<file path="src/fetch_pkg.sv">
`default_nettype none

package fetch_pkg;

	////////////////////////////////////////////////////////////
	// Response tags
	////////////////////////////////////////////////////////////

	// Kind of a fetch response, carried with err
	typedef enum logic [3:0] {
		ITAG_NONE = 4'h0,
		ITAG_BE   = 4'hb,
		ITAG_PE   = 4'hc,
		ITAG_TE   = 4'hd
	} itag_e;

	// Bus port FSM states
	typedef enum logic [1:0] {
		IBUS_IDLE,
		IBUS_WAIT,
		IBUS_FAULT,
		IBUS_DONE
	} ibus_state_e;

	////////////////////////////////////////////////////////////
	// Instruction words and address map
	////////////////////////////////////////////////////////////

	// l.nop forms, immediate tells the two apart
	localparam logic [31:0] INSN_BUBBLE = {6'b000101, 26'h041_0000};
	localparam logic [31:0] INSN_STALL  = {6'b000101, 26'h061_0000};

	// First fetch address
	localparam logic [31:0] RESET_PC = 32'h0000_0100;

	// Fixed windows in place of an MMU
	localparam logic [31:0] TLB_MISS_BASE = 32'hf000_0000;
	localparam logic [31:0] PROT_BASE     = 32'he000_0000;
	localparam logic [31:0] PROT_LIMIT    = 32'hefff_ffff;

endpackage

`default_nettype wire

</file>
<file path="src/fetch_ibus_port.sv">
`timescale 1ns/1ns
`default_nettype none

module fetch_ibus_port import fetch_pkg::*; (
	input  logic        clk,
	input  logic        rst_i,

	// From pc generator and fetch stage
	input  logic [31:0] pc_i,
	input  logic        advance_i,
	input  logic        flush_i,

	// External memory
	output logic [31:0] ibus_adr_o,
	output logic        ibus_req_o,
	input  logic [31:0] ibus_dat_i,
	input  logic        ibus_ack_i,
	input  logic        ibus_err_i,

	// Response to the fetch stage
	output logic [31:0] rsp_dat_o,
	output logic        rsp_ack_o,
	output logic        rsp_err_o,
	output logic [31:0] rsp_adr_o,
	output itag_e       rsp_tag_o,
	output logic        pending_o
);

	ibus_state_e state_q;
	ibus_state_e state_d;

	// Transfer address and fault tag, latched at issue
	logic [31:0] adr_q;
	itag_e       tag_q;

	// Issue enable, set once reset has been seen low
	logic run_q;
	// Flush seen while waiting, transfer result is stale
	logic drop_q;

	logic tlb_miss;
	logic prot_fault;
	logic fault;
	logic issue;
	logic rsp_any;

	////////////////////////////////////////////////////////////
	// Fault windows
	////////////////////////////////////////////////////////////

	assign tlb_miss   = pc_i >= TLB_MISS_BASE;
	assign prot_fault = (pc_i >= PROT_BASE) && (pc_i <= PROT_LIMIT);
	assign fault      = tlb_miss | prot_fault;

	// Leave IDLE unless a redirect is on its way
	assign issue = (state_q == IBUS_IDLE) && run_q && !flush_i;

	// Bus only finishes a transfer in WAIT
	assign rsp_any = (state_q == IBUS_WAIT) && (ibus_ack_i || ibus_err_i);

	////////////////////////////////////////////////////////////
	// FSM
	////////////////////////////////////////////////////////////

	always_comb begin
		state_d = state_q;
		case (state_q)
			IBUS_IDLE: begin
				if (issue) begin
					state_d = fault ? IBUS_FAULT : IBUS_WAIT;
				end
			end
			IBUS_WAIT: begin
				// Stale or consumed result goes straight back
				if (rsp_any) begin
					state_d = (advance_i || flush_i || drop_q) ? IBUS_IDLE : IBUS_DONE;
				end
			end
			IBUS_FAULT: begin
				state_d = (advance_i || flush_i) ? IBUS_IDLE : IBUS_DONE;
			end
			default: begin
				// Held response, waiting for consume or redirect
				if (advance_i || flush_i) begin
					state_d = IBUS_IDLE;
				end
			end
		endcase
	end

	always_ff @(posedge clk) begin
		if (rst_i) begin
			state_q <= IBUS_IDLE;
			run_q   <= 1'b0;
			drop_q  <= 1'b0;
		end
		else begin
			state_q <= state_d;
			run_q   <= 1'b1;
			if (state_q != IBUS_WAIT || rsp_any) begin
				drop_q <= 1'b0;
			end
			else if (flush_i) begin
				drop_q <= 1'b1;
			end
		end
	end

	// Address and tag of the slot being fetched
	always_ff @(posedge clk) begin
		if (issue) begin
			adr_q <= pc_i;
			tag_q <= tlb_miss ? ITAG_TE : ITAG_PE;
		end
	end

	////////////////////////////////////////////////////////////
	// Bus and response outputs
	////////////////////////////////////////////////////////////

	// No external cycle for window faults
	assign ibus_req_o = (issue && !fault) || (state_q == IBUS_WAIT);
	assign ibus_adr_o = (state_q == IBUS_WAIT) ? adr_q : pc_i;

	assign rsp_dat_o = ibus_dat_i;
	assign rsp_ack_o = (state_q == IBUS_WAIT) && ibus_ack_i;
	assign rsp_err_o = ((state_q == IBUS_WAIT) && ibus_err_i) || (state_q == IBUS_FAULT);
	assign rsp_adr_o = adr_q;

	// Window faults carry their latched tag, bus errors are BE
	assign rsp_tag_o = (state_q == IBUS_FAULT) ? tag_q :
	                   (rsp_err_o ? ITAG_BE : ITAG_NONE);

	assign pending_o = state_q == IBUS_WAIT;

endmodule

`default_nettype wire

</file>
<file path="src/fetch_pc_gen.sv">
`timescale 1ns/1ns
`default_nettype none

module fetch_pc_gen import fetch_pkg::*; (
	input  logic        clk,
	input  logic        rst_i,

	// Consume strobe from the fetch stage
	input  logic        advance_i,

	// Redirect from the pipeline
	input  logic        flush_i,
	input  logic [31:0] flush_pc_i,

	// Current fetch address
	output logic [31:0] pc_o
);

	////////////////////////////////////////////////////////////
	// Word address register
	////////////////////////////////////////////////////////////

	// Only the word index is stored
	// so the low two bits of pc are always zero
	logic [29:0] pc_word_q;
	logic [29:0] pc_word_d;

	// Word index of the reset vector
	localparam logic [29:0] RESET_WORD = RESET_PC[31:2];

	// Next address selection
	// Flush wins over advance
	always_comb begin
		pc_word_d = pc_word_q;
		if (flush_i) begin
			pc_word_d = flush_pc_i[31:2];
		end
		else if (advance_i) begin
			// One word per consumed slot
			pc_word_d = pc_word_q + 30'd1;
		end
	end

	always_ff @(posedge clk) begin
		if (rst_i) begin
			pc_word_q <= RESET_WORD;
		end
		else begin
			pc_word_q <= pc_word_d;
		end
	end

	////////////////////////////////////////////////////////////
	// Output
	////////////////////////////////////////////////////////////

	// Byte address, word aligned
	assign pc_o = {pc_word_q, 2'b00};

endmodule

`default_nettype wire

</file>
<file path="src/fetch_stage.sv">
`timescale 1ns/1ns
`default_nettype none

module fetch_stage import fetch_pkg::*; (
	input  logic        clk,
	input  logic        rst_i,

	// Response from the bus port
	input  logic [31:0] rsp_dat_i,
	input  logic        rsp_ack_i,
	input  logic        rsp_err_i,
	input  logic [31:0] rsp_adr_i,
	input  itag_e       rsp_tag_i,
	input  logic        pending_i,

	// Pipeline control
	input  logic        freeze_i,
	input  logic        flush_i,
	input  logic        kill_i,

	// Slot consumed
	output logic        advance_o,

	// To decode
	output logic [31:0] if_insn_o,
	output logic [31:0] if_pc_o,
	output logic        if_stall_o,
	output logic        saving_o,

	// Exception flags
	output logic        except_itlbmiss_o,
	output logic        except_ipagefault_o,
	output logic        except_ibuserr_o
);

	logic rsp_valid;
	logic bypass;
	logic bypass_q;
	logic save_insn;

	// Saved slot
	logic        saved_q;
	logic [31:0] insn_saved;
	logic [31:0] addr_saved;
	// Bit 0 TLB miss, bit 1 page fault, bit 2 bus error
	logic [2:0]  err_saved;

	// Flags decoded from the live response
	logic [2:0] err_live;

	assign rsp_valid = rsp_ack_i | rsp_err_i;

	assign err_live[0] = rsp_err_i && (rsp_tag_i == ITAG_TE);
	assign err_live[1] = rsp_err_i && (rsp_tag_i == ITAG_PE);
	assign err_live[2] = rsp_err_i && (rsp_tag_i == ITAG_BE);

	////////////////////////////////////////////////////////////
	// Stale response bypass
	////////////////////////////////////////////////////////////

	// Flush cycle itself counts as bypassed
	assign bypass = bypass_q | flush_i;

	// Armed by a flush during a transfer, dropped by its response
	always_ff @(posedge clk) begin
		if (rst_i) begin
			bypass_q <= 1'b0;
		end
		else if (rsp_valid) begin
			bypass_q <= 1'b0;
		end
		else if (flush_i && pending_i) begin
			bypass_q <= 1'b1;
		end
	end

	////////////////////////////////////////////////////////////
	// Freeze save
	////////////////////////////////////////////////////////////

	// Only a live response is worth keeping
	assign save_insn = rsp_valid && freeze_i && !saved_q && !bypass;
	assign saving_o  = save_insn;

	always_ff @(posedge clk) begin
		if (rst_i) begin
			saved_q <= 1'b0;
		end
		else if (flush_i) begin
			saved_q <= 1'b0;
		end
		else if (save_insn) begin
			saved_q <= 1'b1;
		end
		else if (!freeze_i) begin
			saved_q <= 1'b0;
		end
	end

	// Payload, qualified by saved_q
	always_ff @(posedge clk) begin
		if (save_insn) begin
			insn_saved <= rsp_err_i ? INSN_BUBBLE : rsp_dat_i;
			addr_saved <= rsp_adr_i;
			err_saved  <= err_live;
		end
	end

	////////////////////////////////////////////////////////////
	// Outputs
	////////////////////////////////////////////////////////////

	// Consume when unfrozen and something current is present
	assign advance_o = !freeze_i && (rsp_valid || saved_q) && !bypass;

	always_comb begin
		if (kill_i || bypass) begin
			if_insn_o = INSN_BUBBLE;
		end
		else if (saved_q) begin
			if_insn_o = insn_saved;
		end
		else if (rsp_ack_i) begin
			if_insn_o = rsp_dat_i;
		end
		else if (rsp_err_i) begin
			if_insn_o = INSN_BUBBLE;
		end
		else begin
			// Still waiting on memory
			if_insn_o = INSN_STALL;
		end
	end

	assign if_pc_o    = saved_q ? addr_saved : rsp_adr_i;
	assign if_stall_o = !rsp_valid && !saved_q;

	// Kill and stale slots never raise an exception
	always_comb begin
		if (kill_i || bypass) begin
			{except_ibuserr_o, except_ipagefault_o, except_itlbmiss_o} = 3'b000;
		end
		else if (saved_q) begin
			{except_ibuserr_o, except_ipagefault_o, except_itlbmiss_o} = err_saved;
		end
		else begin
			{except_ibuserr_o, except_ipagefault_o, except_itlbmiss_o} = err_live;
		end
	end

endmodule

`default_nettype wire

</file>
<file path="src/fetch_top.sv">
`timescale 1ns/1ns
`default_nettype none

module fetch_top import fetch_pkg::*; (
	input  logic        clk,
	input  logic        rst_i,

	// Pipeline control
	input  logic        freeze_i,
	input  logic        flush_i,
	input  logic [31:0] flush_pc_i,
	input  logic        kill_i,

	// External memory
	output logic [31:0] ibus_adr_o,
	output logic        ibus_req_o,
	input  logic [31:0] ibus_dat_i,
	input  logic        ibus_ack_i,
	input  logic        ibus_err_i,

	// To decode
	output logic [31:0] if_insn_o,
	output logic [31:0] if_pc_o,
	output logic        if_stall_o,
	output logic        saving_o,
	output logic        except_itlbmiss_o,
	output logic        except_ipagefault_o,
	output logic        except_ibuserr_o
);

	logic [31:0] pc;
	logic        advance;

	// Bus port to stage
	logic [31:0] rsp_dat;
	logic        rsp_ack;
	logic        rsp_err;
	logic [31:0] rsp_adr;
	itag_e       rsp_tag;
	logic        pending;

	////////////////////////////////////////////////////////////
	// Blocks
	////////////////////////////////////////////////////////////

	fetch_pc_gen u_pc_gen (
		.clk        (clk),
		.rst_i      (rst_i),
		.advance_i  (advance),
		.flush_i    (flush_i),
		.flush_pc_i (flush_pc_i),
		.pc_o       (pc)
	);

	fetch_ibus_port u_ibus_port (
		.clk        (clk),
		.rst_i      (rst_i),
		.pc_i       (pc),
		.advance_i  (advance),
		.flush_i    (flush_i),
		.ibus_adr_o (ibus_adr_o),
		.ibus_req_o (ibus_req_o),
		.ibus_dat_i (ibus_dat_i),
		.ibus_ack_i (ibus_ack_i),
		.ibus_err_i (ibus_err_i),
		.rsp_dat_o  (rsp_dat),
		.rsp_ack_o  (rsp_ack),
		.rsp_err_o  (rsp_err),
		.rsp_adr_o  (rsp_adr),
		.rsp_tag_o  (rsp_tag),
		.pending_o  (pending)
	);

	fetch_stage u_stage (
		.clk                 (clk),
		.rst_i               (rst_i),
		.rsp_dat_i           (rsp_dat),
		.rsp_ack_i           (rsp_ack),
		.rsp_err_i           (rsp_err),
		.rsp_adr_i           (rsp_adr),
		.rsp_tag_i           (rsp_tag),
		.pending_i           (pending),
		.freeze_i            (freeze_i),
		.flush_i             (flush_i),
		.kill_i              (kill_i),
		.advance_o           (advance),
		.if_insn_o           (if_insn_o),
		.if_pc_o             (if_pc_o),
		.if_stall_o          (if_stall_o),
		.saving_o            (saving_o),
		.except_itlbmiss_o   (except_itlbmiss_o),
		.except_ipagefault_o (except_ipagefault_o),
		.except_ibuserr_o    (except_ibuserr_o)
	);

endmodule

`default_nettype wire

</file>
<file path="config.mk">
export PLATFORM = sky130hd
export DESIGN_NAME = fetch_top
export DESIGN_NICKNAME = d
export VERILOG_FILES = /design/src/fetch_pkg.sv /design/src/fetch_ibus_port.sv /design/src/fetch_pc_gen.sv /design/src/fetch_stage.sv /design/src/fetch_top.sv
export SDC_FILE = /design/constraint.sdc
export NUM_CORES = 1
export LEC_CHECK = 0
export BUFFER_PORTS_ARGS = -buffer_cell sky130_fd_sc_hd__buf_2
export CORE_MARGIN = 5
export CORE_UTILIZATION = 40
export DETAILED_ROUTE_END_ITERATION = 7
export PLACE_DENSITY = 0.74
export SYNTH_ARGS = -nofsm -noshare
export SYNTH_HDL_FRONTEND = slang
export SYNTH_SLANG_ARGS = --single-unit
</file>
<file path="constraint.sdc">
create_clock -name clk -period 6.1 [get_ports clk]
set_clock_uncertainty 0.05 [all_clocks]
set_input_delay 1.22 -clock clk [delete_from_list [all_inputs] [get_ports clk]]
set_output_delay 1.22 -clock clk [all_outputs]
set_load 0.005 [all_outputs]
</file>
==> PnR_summary.wiki <==
{| class="wikitable"
! Metric !! Value
|-
| Run status || completed
|-
| Die width || 139 um
|-
| TritonCTS clock tree || built
|-
| Critical setup path kind || reg -> out
|-
| Maximum level of the CTS H-tree || 4
|-
| Hold WC Path Type || reg -> reg
|-
| Share of cells above drive strength 1 || 0.308
|-
| Number of setup violations in the final report || 0
|-
| Signed area change from the synthesized netlist to the final layout || 23.1%
|-
| Crit path largest cell delay || 890 ps
|-
| Clock slew at reported path FFs || 60 ps
|-
| Starting density of the core || 0.404
|-
| Number of buffers created by CTS || 17
|-
| Total congestion overflow || 0
|-
| Post-DP Area || 7590 um^2
|-
| Count of vias placed by the detailed router || 5431
|-
| Synth Flop Type || edfxtp_1
|-
| Number of failing hold endpoints at the final stage || 0
|-
| Seq cells post-synth || 132
|-
| Design Area, Final || 8180 um^2
|-
| Cell area after synthesis || 6650 um^2
|-
| Yosys top cell by area || edfxtp_1
|-
| Worst vdd ir || 0.000178 V
|-
| Number of antenna violations at the first check in global routing || 1
|-
| Pwr Density || 278 nW/um^2
|-
| Pin count of the biggest net entering global routing || 99
|-
| TritonRoute pass-1 iters || 5
|-
| Number of pins with negative max-slew slack in the final report || 0
|-
| Data required time of the critical path || 4830 ps
|-
| Clock insertion delay at the later pin of the skew report || 420 ps
|-
| Endpoint arrival time on the critical path || 3470 ps
|-
| Vias in the first global route || 5255
|-
| CP max stage cell || nand2_1
|-
| Root buffer cell || clkbuf_16
|-
| Vertical extent of the die || 139 um
|-
| Post-CTS Resized || 0
|-
| Setup TNS || 0 ps
|-
| GPL Wtd Cong || 0.859
|-
| Via count normalized by instance count || 5.29
|-
| Synth top area share || 0.434
|-
| Number of standard-cell rows in the floorplan || 47
|-
| CTS Hold Bufs || 0
|-
| Number of enable-type register cells in the synthesized netlist || 96
|-
| Fill cells || 1516
|-
| Number of routed nets with antenna violations || 0
|-
| Number of sinks driven by the clock tree || 132
|-
| Post-synth ARST share || 0
|-
| DP HPWL || 11600 um
|-
| Number of buffers inserted to repair setup after CTS || 0
|-
| Total routing resource utilization after global routing || 0.179
|-
| Achievable Freq || 211 MHz
|-
| Synthesized netlist cell count || 645
|-
| I/O pin total || 173
|-
| Critical-path cell list || and2b_2 > nand2_1 > nand2_1 > and4_4 > buf_2
|-
| Setup repair after global routing missed its margin || false
|-
| First-iteration detailed-routing DRC count || 397
|-
| Die Footprint || 19300 um^2
|-
| Cell leakage power || 3.20 nW
|-
| Actual transition at the worst max-transition pin || 1160 ps
|-
| Peak fanout along the critical path || 42
|-
| Min Tclk post-route || 4740 ps
|-
| Maximum clock path buffer count || 2
|-
| Wire per inst || 17.0 um
|-
| Remaining design rule violation count || 0
|-
| Cell seen most often among critical-path stages || nand2_1
|-
| Type of destination of the critical path || output pin
|-
| Average cell area after synthesis || 10.3 um^2
|-
| Worst slew margin || 0.223
|-
| Core ar. || 16500 um^2
|-
| Number of library cell types mapped by synthesis || 63
|-
| Global-route wire length before repair || 27800 um
|-
| Post-layout nets || 866
|-
| WL final || 17400 um
|-
| Warnings from Yosys || 0
|-
| Final Cycle Share || 0.778
|-
| Type of element launching the critical path || flop
|-
| Total inserted antenna cells || 0
|-
| IO Port Bufs || 166
|-
| Max capacitance violation total || 0
|-
| Share of synthesized area occupied by flip-flops and latches || 0.542
|-
| Most area-consuming cells after synthesis || edfxtp_1, dfxtp_1, nand2_1
|}
[cell families after synthesis]
group | count (synthesis) | synth area share
other cells | 1 | 0.000564
buf+inv | 57 | 0.0408
xor+xnor | 4 | 0.00527
mux | 34 | 0.0569
compound gates | 118 | 0.113
fa+ha+maj | 2 | 0.00376
simple gates | 297 | 0.237
flops | 132 | 0.542
[layer usage]
metal  share of wire  track usage  vias to the layer above  wire (um)
li1                -            -                     2633          -
met1            0.44        0.232                     2567       7750
met2            0.46        0.288                      206       8020
met3           0.081       0.0538                       23       1420
met4           0.014       0.0587                        2        248
met5         0.00040            0                        -          7
[through the flow]
stage	power (mW)	std cells	hold slack [ps]	worst slack [ps]	util
2_1_floorplan	1.18	648	387	1700	-
4_1_cts	2.30	1026	427	1340	0.497
5_1_grt	2.37	1026	441	1160	0.497
3_3_place_gp	1.27	994	403	1820	0.461
6_report	2.27	1026	427	1360	0.497
3_5_place_dp	1.28	994	408	1780	0.461
[critical path: cells and delay by family, from the launching register on]
family / cells / cell delay [ps]
and+or+nand+nor: 4 / 2450
buffers and inverters: 1 / 130
DFF: 1 / 480
[cell usage after synthesis (all sizes together), types with 4 or more instances]
library cell,count
edfxtp,96
a21oi,42
inv,13
buf,13
clkbuf,31
nand4,12
nand2,106
dfxtp,36
nor2,54
mux2i,4
o21ai,20
o211ai,7
or3,11
nand3,14
o21a,4
mux2,30
and3,6
nor4,4
nand2b,5
nor3,11
a31oi,14
a211oi,5
and2,34
nor3b,28
a311oi,4
[power by group]
part	total, mW	internal (mW)	switching (mW)
registers	1.04	1.00	0.0376
logic	0.217	0.0946	0.122
clock network	1.02	0.640	0.378
total	2.27	1.74	0.537
[registers in the layout, indices dropped and copies added, names as in the netlist]
register	flops
u_stage.insn_saved	32
u_ibus_port.rsp_adr_o	30
u_pc_gen.pc_word_q	30
u_stage.addr_saved	30
u_stage.err_saved	3
u_ibus_port.state_q	2
u_ibus_port.drop_q	1
u_ibus_port.run_q	1
u_ibus_port.tag_q	1
u_stage.bypass_q	1
u_stage.saved_q	1
[layout by cell type, fill, tap and decap left out, drive strengths merged, types with 13 or more instances in the layout]
| master | n |
|---|---|
| clkbuf | 25 |
| edfxtp | 96 |
| nor3b | 28 |
| mux2 | 30 |
| nand3 | 14 |
| a31oi | 14 |
| inv | 13 |
| and2 | 34 |
| dfxtp | 36 |
| nor2 | 54 |
| a21oi | 42 |
| buf | 170 |
| o21ai | 20 |
| nand2 | 106 |
[cell type report]
type / count / area [um^2] / share of cell area
clock buffer: 25 / 528 / 0.0645
clock inverter: 7 / 67.6 / 0.00826
inverter: 13 / 48.8 / 0.00596
multi-input combinational: 459 / 2790 / 0.341
sequential: 132 / 3610 / 0.441
tap: 220 / 275 / 0.0336
timing repair buffer: 170 / 861 / 0.105
[path summary, 6_finish.rpt]
path / slack (ps) / startpoint / to / depth (start not counted)
worst max-delay path: 1360 / u_ibus_port.state_q[0] / saving_o / 5
worst min-delay path: 430 / u_ibus_port.rsp_adr_o[28] / u_stage.addr_saved[28] / 0
worst max register to register: 2000 / u_ibus_port.state_q[0] / u_stage.insn_saved[3] / 5
worst min register to register: 430 / u_ibus_port.rsp_adr_o[28] / u_stage.addr_saved[28] / 0
No activity file was read; power rests on OpenSTA's default activity.
